**config.mk**
```make
export PLATFORM = sky130hd
export DESIGN_NAME = rvvi_trace_top
export DESIGN_NICKNAME = d
export VERILOG_FILES = /design/src/design/rvvi_trace_pkg.sv /design/src/design/csr_merge.sv /design/src/design/fault_tracker.sv /design/src/design/halt_stretch.sv /design/src/design/irq_change_detect.sv /design/src/design/retire_capture.sv /design/src/design/rvvi_trace_top.sv /design/src/design/trace_cfg_regs.sv
export SDC_FILE = /design/constraint.sdc
export NUM_CORES = 1
export LEC_CHECK = 0
export BUFFER_PORTS_ARGS = -buffer_cell sky130_fd_sc_hd__buf_4
export CORE_AREA = 3 3 726 728
export DETAILED_ROUTE_END_ITERATION = 6
export DIE_AREA = 0 0 729 731
export PLACE_DENSITY = 0.3
export SYNTH_ARGS = -nofsm -noshare
export SYNTH_HDL_FRONTEND = slang
export SYNTH_HIERARCHICAL = 1
export SYNTH_SLANG_ARGS = --single-unit
```
**constraint.sdc**
```tcl
create_clock -name rvvi -period 1.7 [get_ports rvvi]
set_clock_uncertainty 0.1 [all_clocks]
set_input_delay 0.17 -clock rvvi [delete_from_list [all_inputs] [get_ports rvvi]]
set_output_delay 0.17 -clock rvvi [all_outputs]
set_load 0.005 [all_outputs]
```
**src/design/rvvi_trace_pkg.sv**
```systemverilog
////////////////////
// RVVI trace adapter shared definitions
// Widths, CSR slot and NMI cause encodings,
// configuration register map and reset defaults
////////////////////

`default_nettype none

package rvvi_trace_pkg;

   ////////////////////
   // Widths

   localparam int XLEN         = 32;
   localparam int NUM_GPR      = 32;
   localparam int GPR_ADDR_W   = 5;
   localparam int INTR_CAUSE_W = 11;

   // Trap word layout
   //   [0] trap, [1] exception, [2] debug, [8:3] exception cause,
   //   [11:9] debug cause, [13:12] cause type
   localparam int TRAP_W = 14;

   ////////////////////
   // Tracked CSR slots

   typedef enum logic [2:0] {
      MSTATUS  = 3'd0,
      MIE      = 3'd1,
      MTVEC    = 3'd2,
      MSCRATCH = 3'd3,
      MEPC     = 3'd4,
      MCAUSE   = 3'd5,
      MTVAL    = 3'd6,
      MIP      = 3'd7
   } csr_idx_e;

   // Last slot sets the count
   localparam int NUM_CSR = int'(MIP) + 1;

   ////////////////////
   // Cause codes

   typedef enum logic [INTR_CAUSE_W-1:0] {
      NMI_LOAD  = 11'd1024,
      NMI_STORE = 11'd1025
   } nmi_cause_e;

   // Instruction fetch bus fault
   localparam logic [5:0] EXC_FETCH_FAULT = 6'd48;

   ////////////////////
   // Configuration registers

   typedef enum logic {
      CFG_HALT_HOLD  = 1'b0,
      CFG_CSR_CMP_EN = 1'b1
   } cfg_reg_e;

   localparam int HALT_HOLD_DEFAULT = 5;

   // MSTATUS, MEPC and MIP are not compared by default
   localparam logic [NUM_CSR-1:0] CSR_CMP_EN_DEFAULT =
      ~((NUM_CSR'(1) << MSTATUS) | (NUM_CSR'(1) << MEPC) | (NUM_CSR'(1) << MIP));

   // Forwarded interrupt lines 3, 7, 11 and 16..31
   localparam int IRQ_MAP_W = 19;

endpackage

`default_nettype wire

```
**src/design/csr_merge.sv**
```systemverilog
////////////////////
// CSR merge for the tracked CSR slots
// value = (wdata & wmask) | (rdata & ~wmask & rmask),
// with a change flag gated by the compare enables
////////////////////

`default_nettype none

module csr_merge (
   input  wire logic                                                         rvvi,
   input  wire logic                                                         rst_i,
   input  wire logic                                                         rvfi_valid_i,
   input  wire logic [rvvi_trace_pkg::NUM_CSR-1:0][rvvi_trace_pkg::XLEN-1:0] csr_wdata_i,
   input  wire logic [rvvi_trace_pkg::NUM_CSR-1:0][rvvi_trace_pkg::XLEN-1:0] csr_wmask_i,
   input  wire logic [rvvi_trace_pkg::NUM_CSR-1:0][rvvi_trace_pkg::XLEN-1:0] csr_rdata_i,
   input  wire logic [rvvi_trace_pkg::NUM_CSR-1:0][rvvi_trace_pkg::XLEN-1:0] csr_rmask_i,
   input  wire logic [rvvi_trace_pkg::NUM_CSR-1:0]                           csr_cmp_en_i,
   output logic      [rvvi_trace_pkg::NUM_CSR-1:0][rvvi_trace_pkg::XLEN-1:0] csr_value_o,
   output logic      [rvvi_trace_pkg::NUM_CSR-1:0]                           csr_wb_o
);

   logic [rvvi_trace_pkg::NUM_CSR-1:0][rvvi_trace_pkg::XLEN-1:0] merged;
   logic [rvvi_trace_pkg::NUM_CSR-1:0]                           changed;

   ////////////////////
   // Per-slot merge

   always_comb begin
      for (int i = 0; i < rvvi_trace_pkg::NUM_CSR; i++) begin
         // Written bits win, then read bits that were sampled
         merged[i] = (csr_wdata_i[i] & csr_wmask_i[i]) |
                     (csr_rdata_i[i] & ~csr_wmask_i[i] & csr_rmask_i[i]);
         changed[i] = (merged[i] != csr_value_o[i]) && csr_cmp_en_i[i];
      end
   end

   ////////////////////
   // State update

   always_ff @(posedge rvvi) begin
      if (rst_i) begin
         csr_value_o <= '0;
         csr_wb_o    <= '0;
      end else if (rvfi_valid_i) begin
         csr_value_o <= merged;
         csr_wb_o    <= changed;
      end
   end

endmodule

`default_nettype wire

```
**src/design/fault_tracker.sv**
```systemverilog
////////////////////
// Bus fault tracker
// Load/store NMI level with its cause, and the
// instruction fetch fault level, per retirement
////////////////////

`default_nettype none

module fault_tracker (
   input  wire logic                                    rvvi,
   input  wire logic                                    rst_i,
   input  wire logic                                    rvfi_valid_i,
   input  wire logic [rvvi_trace_pkg::TRAP_W-1:0]       rvfi_trap_i,
   input  wire logic                                    intr_intr_i,
   input  wire logic                                    intr_interrupt_i,
   input  wire logic [rvvi_trace_pkg::INTR_CAUSE_W-1:0] intr_cause_i,
   output logic                                         nmi_o,
   output rvvi_trace_pkg::nmi_cause_e                   nmi_cause_o,
   output logic                                         ibus_fault_o
);

   logic       trap_trap;
   logic       trap_exception;
   logic [5:0] trap_exc_cause;
   logic       nmi_hit;
   logic       fetch_hit;

   ////////////////////
   // Decode

   // Trap word fields
   assign trap_trap      = rvfi_trap_i[0];
   assign trap_exception = rvfi_trap_i[1];
   assign trap_exc_cause = rvfi_trap_i[8:3];

   assign nmi_hit = intr_intr_i && intr_interrupt_i &&
                    ((intr_cause_i == rvvi_trace_pkg::NMI_LOAD) ||
                     (intr_cause_i == rvvi_trace_pkg::NMI_STORE));

   assign fetch_hit = trap_trap && trap_exception &&
                      (trap_exc_cause == rvvi_trace_pkg::EXC_FETCH_FAULT);

   ////////////////////
   // Levels

   always_ff @(posedge rvvi) begin
      if (rst_i) begin
         nmi_o        <= 1'b0;
         nmi_cause_o  <= rvvi_trace_pkg::NMI_LOAD;
         ibus_fault_o <= 1'b0;
      end else if (rvfi_valid_i) begin
         nmi_o        <= nmi_hit;
         ibus_fault_o <= fetch_hit;
         // Cause keeps the last NMI seen
         if (nmi_hit) begin
            nmi_cause_o <= rvvi_trace_pkg::nmi_cause_e'(intr_cause_i);
         end
      end
   end

endmodule

`default_nettype wire

```
**src/design/halt_stretch.sv**
```systemverilog
////////////////////
// Debug halt request stretcher
// Holds haltreq for a set number of
// cycles after the request drops
////////////////////

`default_nettype none

module halt_stretch #(
   parameter int HOLD_W = 4
) (
   input  wire logic              rvvi,
   input  wire logic              rst_i,
   input  wire logic              debug_req_i,
   input  wire logic [HOLD_W-1:0] halt_hold_i,
   output logic                   haltreq_o
);

   logic [HOLD_W-1:0] hold_cnt;

   always_ff @(posedge rvvi) begin
      if (rst_i) begin
         hold_cnt  <= '0;
         haltreq_o <= 1'b0;
      end else if (debug_req_i) begin
         // Reload while the request is up
         hold_cnt  <= halt_hold_i;
         haltreq_o <= 1'b1;
      end else if (hold_cnt != '0) begin
         hold_cnt  <= hold_cnt - 1'b1;
         haltreq_o <= 1'b1;
      end else begin
         haltreq_o <= 1'b0;
      end
   end

   a_req_to_halt : assert property (
      @(posedge rvvi) disable iff (rst_i)
      debug_req_i |=> haltreq_o
   );

endmodule

`default_nettype wire

```
**src/design/irq_change_detect.sv**
```systemverilog
////////////////////
// Interrupt change detector
// Pulses on any change of the interrupt lines
// and forwards lines 3, 7, 11 and 16..31
////////////////////

`default_nettype none

module irq_change_detect (
   input  wire logic                                 rvvi,
   input  wire logic                                 rst_i,
   input  wire logic [rvvi_trace_pkg::XLEN-1:0]      irq_i,
   output logic                                      irq_change_o,
   output logic      [rvvi_trace_pkg::IRQ_MAP_W-1:0] irq_lines_o
);

   logic [rvvi_trace_pkg::XLEN-1:0]      irq_prev;
   logic                                 irq_diff;
   logic [rvvi_trace_pkg::IRQ_MAP_W-1:0] irq_mapped;

   assign irq_diff = (irq_i != irq_prev);

   // Software, timer, external, then the 16 local lines
   assign irq_mapped = {irq_i[31:16], irq_i[11], irq_i[7], irq_i[3]};

   always_ff @(posedge rvvi) begin
      if (rst_i) begin
         irq_prev     <= '0;
         irq_change_o <= 1'b0;
         irq_lines_o  <= '0;
      end else begin
         irq_prev     <= irq_i;
         irq_change_o <= irq_diff;
         if (irq_diff) begin
            irq_lines_o <= irq_mapped;
         end
      end
   end

endmodule

`default_nettype wire

```
**src/design/retire_capture.sv**
```systemverilog
////////////////////
// Retirement capture
// Registers one RVFI record per cycle and
// decodes rd into a one-hot writeback mask
////////////////////

`default_nettype none

module retire_capture (
   input  wire logic                                  rvvi,
   input  wire logic                                  rst_i,
   input  wire logic                                  rvfi_valid_i,
   input  wire logic [63:0]                           rvfi_order_i,
   input  wire logic [rvvi_trace_pkg::XLEN-1:0]       rvfi_insn_i,
   input  wire logic [rvvi_trace_pkg::TRAP_W-1:0]     rvfi_trap_i,
   input  wire logic [rvvi_trace_pkg::XLEN-1:0]       rvfi_pc_rdata_i,
   input  wire logic [rvvi_trace_pkg::XLEN-1:0]       rvfi_pc_wdata_i,
   input  wire logic [rvvi_trace_pkg::GPR_ADDR_W-1:0] rvfi_rd_addr_i,
   input  wire logic [rvvi_trace_pkg::XLEN-1:0]       rvfi_rd_wdata_i,
   output logic                                       valid_o,
   output logic      [63:0]                           order_o,
   output logic      [rvvi_trace_pkg::XLEN-1:0]       insn_o,
   output logic      [rvvi_trace_pkg::TRAP_W-1:0]     trap_o,
   output logic      [rvvi_trace_pkg::XLEN-1:0]       pc_rdata_o,
   output logic      [rvvi_trace_pkg::XLEN-1:0]       pc_wdata_o,
   output logic      [rvvi_trace_pkg::XLEN-1:0]       x_wdata_o,
   output logic      [rvvi_trace_pkg::NUM_GPR-1:0]    x_wb_o
);

   logic [rvvi_trace_pkg::NUM_GPR-1:0] wb_mask;

   // x0 never reports a write
   always_comb begin
      wb_mask = '0;
      if (rvfi_valid_i && (rvfi_rd_addr_i != '0)) begin
         wb_mask[rvfi_rd_addr_i] = 1'b1;
      end
   end

   always_ff @(posedge rvvi) begin
      if (rst_i) begin
         valid_o <= 1'b0;
         x_wb_o  <= '0;
      end else begin
         valid_o <= rvfi_valid_i;
         x_wb_o  <= wb_mask;
      end
   end

   // Record payload
   always_ff @(posedge rvvi) begin
      order_o    <= rvfi_order_i;
      insn_o     <= rvfi_insn_i;
      trap_o     <= rvfi_trap_i;
      pc_rdata_o <= rvfi_pc_rdata_i;
      pc_wdata_o <= rvfi_pc_wdata_i;
      x_wdata_o  <= rvfi_rd_wdata_i;
   end

   // At most one register written, and only by a retired record
   a_x_wb_onehot : assert property (
      @(posedge rvvi) disable iff (rst_i)
      $onehot0(x_wb_o) && ((x_wb_o == '0) || valid_o)
   );

endmodule

`default_nettype wire

```
**src/design/rvvi_trace_top.sv**
```systemverilog
////////////////////
// RVVI trace adapter top level
// RVFI retirement record in, reference
// model trace state out
////////////////////

`default_nettype none

module rvvi_trace_top #(
   parameter int HOLD_W = 4
) (
   input  wire logic                                                         rvvi,
   input  wire logic                                                         rst_i,
   // Retirement record
   input  wire logic                                                         rvfi_valid_i,
   input  wire logic [63:0]                                                  rvfi_order_i,
   input  wire logic [rvvi_trace_pkg::XLEN-1:0]                              rvfi_insn_i,
   input  wire logic [rvvi_trace_pkg::TRAP_W-1:0]                            rvfi_trap_i,
   input  wire logic                                                         rvfi_intr_intr_i,
   input  wire logic                                                         rvfi_intr_interrupt_i,
   input  wire logic [rvvi_trace_pkg::INTR_CAUSE_W-1:0]                      rvfi_intr_cause_i,
   input  wire logic [rvvi_trace_pkg::XLEN-1:0]                              rvfi_pc_rdata_i,
   input  wire logic [rvvi_trace_pkg::XLEN-1:0]                              rvfi_pc_wdata_i,
   input  wire logic [rvvi_trace_pkg::GPR_ADDR_W-1:0]                        rvfi_rd_addr_i,
   input  wire logic [rvvi_trace_pkg::XLEN-1:0]                              rvfi_rd_wdata_i,
   // Tracked CSRs
   input  wire logic [rvvi_trace_pkg::NUM_CSR-1:0][rvvi_trace_pkg::XLEN-1:0] csr_wdata_i,
   input  wire logic [rvvi_trace_pkg::NUM_CSR-1:0][rvvi_trace_pkg::XLEN-1:0] csr_wmask_i,
   input  wire logic [rvvi_trace_pkg::NUM_CSR-1:0][rvvi_trace_pkg::XLEN-1:0] csr_rdata_i,
   input  wire logic [rvvi_trace_pkg::NUM_CSR-1:0][rvvi_trace_pkg::XLEN-1:0] csr_rmask_i,
   // Debug, interrupts, configuration
   input  wire logic                                                         debug_req_i,
   input  wire logic [rvvi_trace_pkg::XLEN-1:0]                              irq_i,
   input  wire logic                                                         cfg_we_i,
   input  wire rvvi_trace_pkg::cfg_reg_e                                     cfg_addr_i,
   input  wire logic [rvvi_trace_pkg::XLEN-1:0]                              cfg_wdata_i,
   // Trace state
   output logic                                                              valid_o,
   output logic      [63:0]                                                  order_o,
   output logic      [rvvi_trace_pkg::XLEN-1:0]                              insn_o,
   output logic      [rvvi_trace_pkg::TRAP_W-1:0]                            trap_o,
   output logic      [rvvi_trace_pkg::XLEN-1:0]                              pc_rdata_o,
   output logic      [rvvi_trace_pkg::XLEN-1:0]                              pc_wdata_o,
   output logic      [rvvi_trace_pkg::XLEN-1:0]                              x_wdata_o,
   output logic      [rvvi_trace_pkg::NUM_GPR-1:0]                           x_wb_o,
   output logic      [rvvi_trace_pkg::NUM_CSR-1:0][rvvi_trace_pkg::XLEN-1:0] csr_value_o,
   output logic      [rvvi_trace_pkg::NUM_CSR-1:0]                           csr_wb_o,
   output logic                                                              haltreq_o,
   output logic                                                              nmi_o,
   output rvvi_trace_pkg::nmi_cause_e                                        nmi_cause_o,
   output logic                                                              ibus_fault_o,
   output logic                                                              irq_change_o,
   output logic      [rvvi_trace_pkg::IRQ_MAP_W-1:0]                         irq_lines_o
);

   logic [HOLD_W-1:0]                  halt_hold;
   logic [rvvi_trace_pkg::NUM_CSR-1:0] csr_cmp_en;

   trace_cfg_regs #(.HOLD_W(HOLD_W)) u_cfg (
      .rvvi, .rst_i, .cfg_we_i, .cfg_addr_i, .cfg_wdata_i,
      .halt_hold_o  (halt_hold),
      .csr_cmp_en_o (csr_cmp_en)
   );

   retire_capture u_capture (
      .rvvi, .rst_i, .rvfi_valid_i, .rvfi_order_i, .rvfi_insn_i, .rvfi_trap_i,
      .rvfi_pc_rdata_i, .rvfi_pc_wdata_i, .rvfi_rd_addr_i, .rvfi_rd_wdata_i,
      .valid_o, .order_o, .insn_o, .trap_o, .pc_rdata_o, .pc_wdata_o,
      .x_wdata_o, .x_wb_o
   );

   csr_merge u_csr (
      .rvvi, .rst_i, .rvfi_valid_i,
      .csr_wdata_i, .csr_wmask_i, .csr_rdata_i, .csr_rmask_i,
      .csr_cmp_en_i (csr_cmp_en),
      .csr_value_o, .csr_wb_o
   );

   halt_stretch #(.HOLD_W(HOLD_W)) u_halt (
      .rvvi, .rst_i, .debug_req_i,
      .halt_hold_i (halt_hold),
      .haltreq_o
   );

   fault_tracker u_fault (
      .rvvi, .rst_i, .rvfi_valid_i, .rvfi_trap_i,
      .intr_intr_i      (rvfi_intr_intr_i),
      .intr_interrupt_i (rvfi_intr_interrupt_i),
      .intr_cause_i     (rvfi_intr_cause_i),
      .nmi_o, .nmi_cause_o, .ibus_fault_o
   );

   irq_change_detect u_irq (
      .rvvi, .rst_i, .irq_i, .irq_change_o, .irq_lines_o
   );

endmodule

`default_nettype wire

```
**src/design/trace_cfg_regs.sv**
```systemverilog
////////////////////
// Trace configuration registers
// Halt hold length and CSR compare enables,
// written through a plain strobe port
////////////////////

`default_nettype none

module trace_cfg_regs #(
   parameter int HOLD_W = 4
) (
   input  wire logic                               rvvi,
   input  wire logic                               rst_i,
   input  wire logic                               cfg_we_i,
   input  wire rvvi_trace_pkg::cfg_reg_e           cfg_addr_i,
   input  wire logic [rvvi_trace_pkg::XLEN-1:0]    cfg_wdata_i,
   output logic      [HOLD_W-1:0]                  halt_hold_o,
   output logic      [rvvi_trace_pkg::NUM_CSR-1:0] csr_cmp_en_o
);

   ////////////////////
   // Register file

   always_ff @(posedge rvvi) begin
      if (rst_i) begin
         halt_hold_o  <= HOLD_W'(rvvi_trace_pkg::HALT_HOLD_DEFAULT);
         csr_cmp_en_o <= rvvi_trace_pkg::CSR_CMP_EN_DEFAULT;
      end else if (cfg_we_i) begin
         // Low bits of the data only
         case (cfg_addr_i)
            rvvi_trace_pkg::CFG_HALT_HOLD: begin
               halt_hold_o <= cfg_wdata_i[HOLD_W-1:0];
            end
            rvvi_trace_pkg::CFG_CSR_CMP_EN: begin
               csr_cmp_en_o <= cfg_wdata_i[rvvi_trace_pkg::NUM_CSR-1:0];
            end
         endcase
      end
   end

   ////////////////////
   // Checks

   // A write must name a defined register
   a_cfg_addr_legal : assert property (
      @(posedge rvvi) disable iff (rst_i)
      cfg_we_i |-> (!$isunknown(cfg_addr_i) &&
                    cfg_addr_i inside {rvvi_trace_pkg::CFG_HALT_HOLD,
                                       rvvi_trace_pkg::CFG_CSR_CMP_EN})
   );

endmodule

`default_nettype wire

```
-- After elaboration in Yosys (flattened, before gate mapping)
Index checks and enable logic that the tools add are counted.
- input port bits: 1318
- bits in registers: 585
- word-level logic and storage cells: 112
- output and inout bits: 537
- reductions and logical operators: 22
- $lt $le $gt $ge: 2
- equality and inequality tests: 12
- add/subtract/negate cells: 1
- muxes and demuxes: 6
- bitwise logic cells: 42
- operators by type and width (cell ; number):
    32-bit AND ; 24
    32-bit != test ; 9
    32-bit inverter ; 8
    32-bit OR ; 8
    11-bit equality test (second input constant) ; 2
    1-bit logical AND ; 14
    4-bit two-way mux ; 2
    6-bit equality test (second input constant) ; 1
    5-bit by 6-bit < comparator with 1-bit output (second input constant) ; 1
    2-bit AND reduction ; 3
    1-bit demux with 5-bit select ; 1
    5-bit by 1-bit >= comparator with 1-bit output (second input constant) ; 1
    5-bit nonzero test ; 1
    4-bit nonzero test ; 1
    4-bit by 1-bit subtractor with 4-bit output (second input constant) ; 1
    1-bit two-way mux ; 3
    1-bit inverter ; 2
    2-bit nonzero test ; 1
    2-bit OR reduction ; 1
    1-bit logical OR ; 1

-- Logic depth before layout (Yosys ltp)
- word-level depth: 6
- gate-level depth with buffers: 6
- gate-level depth less buffers: 6

-- Cells and area by module
The synthesis kept the hierarchy.
- by module, submodules not included (module ; instances ; area each (um^2) ; sequential area each (um^2) ; cells each):
    csr_merge ; 1 ; 18184.9 ; 5285.1 ; 2312
    retire_capture ; 1 ; 5044.8 ; 4784.6 ; 287
    irq_change_detect ; 1 ; 2042.0 ; 1041.0 ; 173
    trace_cfg_regs ; 1 ; 504.2 ; 240.2 ; 48
    fault_tracker ; 1 ; 470.5 ; 260.2 ; 39
    halt_stretch ; 1 ; 266.5 ; 100.1 ; 28

-- Worst setup path before layout
OpenSTA, ideal clock, no wires.
- kind: reg-to-reg
- start: reg u_csr/csr_value_o[41] (netlist bit)
- end: reg u_csr/csr_wb_o[1] (netlist bit)
- slack: -0.014 ns
- data required time: 1.475 ns
- setup time: 0.125 ns
- period minus slack after synthesis: 1.714 ns
- arrival time: 1.489 ns
- cell stages (with the launch flop): 7
- buffers on the path: 0
- cells stage by stage: dfxtp_1 xor2_1 a22oi_1 nand4_1 nor4_1 nand2_1 o41a_1
- longest elaborated chain between the ends: 2
- ends and longest elaborated chain (element ; line ; RTL):
    start, declared ; csr_merge.sv:18 ; output logic [rvvi_trace_pkg::NUM_CSR-1:0][rvvi_trace_pkg::XLEN-1:0] csr_value_o,
    start signal, assigned ; csr_merge.sv:45 ; csr_value_o <= merged;
    32-bit != test ; csr_merge.sv:33 ; changed[i] = (merged[i] != csr_value_o[i]) && csr_cmp_en_i[i];
    1-bit logical AND ; csr_merge.sv:33 ;
    end signal, assigned ; csr_merge.sv:46 ; csr_wb_o <= changed;
    end, declared ; csr_merge.sv:19 ; output logic [rvvi_trace_pkg::NUM_CSR-1:0] csr_wb_o
Every way passes these cells.
A chain may end at the register's enable or synchronous reset.

-- Worst setup path after layout
- start: reg u_csr/csr_value_o[50] (netlist bit)
- end: reg u_csr/csr_wb_o[1] (netlist bit)
The elaborated chain is that of the path after synthesis.

==> results.toml <==
[pwr]
power.total_uw = 53100
p_leak_uw = 0.0319
p_per_area_mw_per_mm2 = 692
ir_drop_mv = 0.720

[finish]
nets = 8199
num-fill-cells = 59278
layout-drive-gt1-share_pct = 46.7
area_growth_pct = 189
post-route-util_pct = 14.7

[synthesis]
yosys.area_share.simple_pct = 26.2
synth_xor_area_share_pct = 6.51
synth_cells = 2887
synthAdderAreaFrac_pct = 0.0944
synth_area_mm2 = 0.0265
synth_async_sr_flop_share_pct = 0
synth_compound_area_share_pct = 19.6
synth_nets = 4207
synth_edf_count = 0
ys_ff_latch = 585
synth_cell_type_count = 69
synthMuxAreaShare_pct = 1.30
avgSynthCellArea_um2 = 9.18
yosysSeqAreaShare_pct = 44.2
synth_top_family_by_area = "simple AND/OR/NAND/NOR gates"
yosysWarnings = 6
ys.flop_type = "dfxtp_1"

[clocking]
cts_root_buf = "clkbuf_16"
cts.sinks = 585
cts_buffers = 98
tritoncts = "done"
cts_buffer_depth = 4
clkTransAtPathRegs_ns = 0.07
cts.htree.levels = 3
clk_latency_ns = 0.87

[sta]
tns_ns = -42.37
grt_setup_unrepaired = "true"
period_share_pct = 143
fmax_mhz = 410
tightest_slew_ns = 0.774
min_period_ns = 2.44
slew_violations = 0
hold-worst-slack_ns = 0.0385
finalSetupViolCount = 138
slew_headroom_pct = 48.2
fin_ws_ns = -0.738
hold_viol = 0

[route]
drc = 0
drt_iter0_drc = 1777
via_per_inst = 2.92
wl_per_cell_um = 26.1
ant_nets = 0
routed_wl_um = 364000
vias = 40793
dr.pass1.iters = 7

[global_routing]
grt_max_degree = 49
antenna_found_initial = 324
grt_pass1_vias = 41520
grt_pass1_wl_um = 449000
grt_overflow = 0
grt_usage_pct = 13.0

[die]
die-area_mm2 = 0.533
start_util_pct = 5.09
core_area_mm2 = 0.521
io_pins = 1855
die_x_um = 729
die_h_um = 731
core.rowCount = 265

[worst_setup_path]
critical_path_class = "flop to flop"
startpoint_type = "flop"
crit_arrival_ns = 3.07
critPathCaptureType = "flop"
cp_data_required_time_ns = 2.33
worstPathMaxFanout = 2

[status]
violations = "negative setup slack"
status = "finished, violations left"

[run]
drv_cap = 0

[worst_hold_path]
hp-class = "input pin to flop"

[placement]
port_buffers = 1830
routabilityCongestion = 0.810
place_hpwl_um = 315000
post-place-ws_ns = -1.41
==> routing by layer <==
metal  wire, um  track usage [%]
met5        648                0
met4       9290             2.52
met3      28500             4.39
met2     177000             22.9
met1     149000             15.4
==> stage by stage <==
stage               instance area, um2  instances
floorplan                        26500       2887
global placement                 53700      12153
detailed placement               53700      12153
CTS                              75800      13855
global route                     76700      13912
finish                           76700      13947
==> cells in the mapped netlist (4+ instances only) <==
| cell | n | area share [%] |
|---|---|---|
| dfxtp_1 | 585 | 44 |
| nor2_1 | 296 | 4.2 |
| nand2_1 | 276 | 3.9 |
| xor2_1 | 183 | 6.0 |
| a21oi_1 | 172 | 3.2 |
| a211oi_1 | 158 | 4.5 |
| a311oi_1 | 126 | 4.2 |
| nand3b_1 | 118 | 3.3 |
| and3_1 | 96 | 2.3 |
| and4b_1 | 93 | 3.5 |
| o21ai_0 | 84 | 1.6 |
| clkbuf_1 | 74 | 1.0 |
| and3b_1 | 65 | 2.1 |
| o211ai_1 | 62 | 1.8 |
| nor2b_1 | 52 | 1.2 |
| nand3_1 | 46 | 0.87 |
| inv_1 | 37 | 0.52 |
| a21o_1 | 32 | 0.91 |
| a2111oi_0 | 31 | 1.0 |
| nand4_1 | 31 | 0.73 |
| o22ai_1 | 24 | 0.57 |
| a22oi_1 | 20 | 0.57 |
| mux2_4 | 19 | 1.1 |
| buf_1 | 18 | 0.25 |
| nor4_1 | 17 | 0.40 |
| and2_1 | 15 | 0.35 |
| nand3b_4 | 15 | 1.1 |
| nand2b_1 | 14 | 0.33 |
| xnor2_1 | 14 | 0.46 |
| nand4b_1 | 8 | 0.26 |
| nor2_2 | 8 | 0.19 |
| or3_1 | 8 | 0.19 |
| a32oi_1 | 7 | 0.23 |
| mux2i_1 | 6 | 0.23 |
| nor3_1 | 6 | 0.11 |
| o31ai_1 | 6 | 0.17 |
| or3b_2 | 6 | 0.20 |
| a211o_1 | 5 | 0.17 |
| buf_2 | 5 | 0.094 |
| buf_6 | 4 | 0.17 |
| nand4bb_1 | 4 | 0.17 |
| o221ai_1 | 4 | 0.13 |
| or3b_1 | 4 | 0.13 |
==> where the power goes <==
part	switching, uW	internal, uW	total, uW
Sequential	630	14600	15200
Combinational	6310	8530	14800
Clock	9200	13800	23100
Total	16100	37000	53100
==> path summary, 6_finish.rpt <==
path | cells past startpoint | slack (ns) | start | to
max | 6 | -0.74 | u_csr/csr_value_o[50] | u_csr/csr_wb_o[1]
min | 5 | 0.04 | rvfi_valid_i | u_csr/csr_value_o[20]
max reg2reg | 6 | -0.74 | u_csr/csr_value_o[50] | u_csr/csr_wb_o[1]
min reg2reg | 1 | 0.36 | u_fault/nmi_cause_o[10] | u_fault/nmi_cause_o[10]
==> cells by family after synthesis <==
family / after synthesis
mux: 25
fa+ha+maj: 2
simple gates: 1192
xor+xnor: 197
buf+inv: 139
compound gates: 746
other cells: 1
flops: 585
==> state kept, by name, indices dropped and copies added, names as in the netlist, 32 cells and up <==
signal,count
u_capture/pc_rdata_o,32
u_capture/insn_o,32
u_capture/pc_wdata_o,32
u_capture/x_wb_o,32
u_capture/order_o,64
u_capture/x_wdata_o,32
u_irq/irq_prev,32
u_csr/csr_value_o,256
==> area by class of cell <==
cell class	count	area, um2	area share, %
clock inverter	52	823	1.07
multi-input combinational	2163	15100	19.6
clock buffer	121	2660	3.47
tap	6942	8690	11.3
sequential	585	12300	16.1
timing repair buffer	3994	36900	48.1
inverter	37	139	0.181
antenna	53	133	0.173
==> critical path: stages, from the launching register on <==
cell     delay (ns)
dfxtp_2        0.33
xor2_1         0.17
a22oi_2        0.59
nand4_1        0.21
nor4_2         0.33
nand2_2        0.22
o41a_1         0.35
==> layout by cell type (no fill, tap or decap), drive strengths merged, types with 41 or more instances in the layout <==
master        Yosys  layout
diode             0      53
nand3b          133     133
dlymetal6s4s      0      42
and4b            93      93
clkbuf           74     122
and3             97      97
a21oi           173     173
o211ai           62      62
xor2            183     183
dfxtp           585     585
a211oi          158     158
a311oi          126     126
nand3            46      46
nor2            304     304
nor2b            53      53
buf              28    2529
nand2           277     277
o21ai            85      85
and3b            65      65
inv              37      41
dlygate4sd3       0    1422
==> what timing repair did <==
action                                 in CTS  in global routing
pin swaps                                  71                 55
setup endpoints to repair                 449                472
hold buffers                             1455                 34
endpoints found under the hold margin     584                 38
gates cloned                                1                  0
setup buffers                              99                 76
resized for setup                        1138                193
Power figures use the tool's default switching activity.
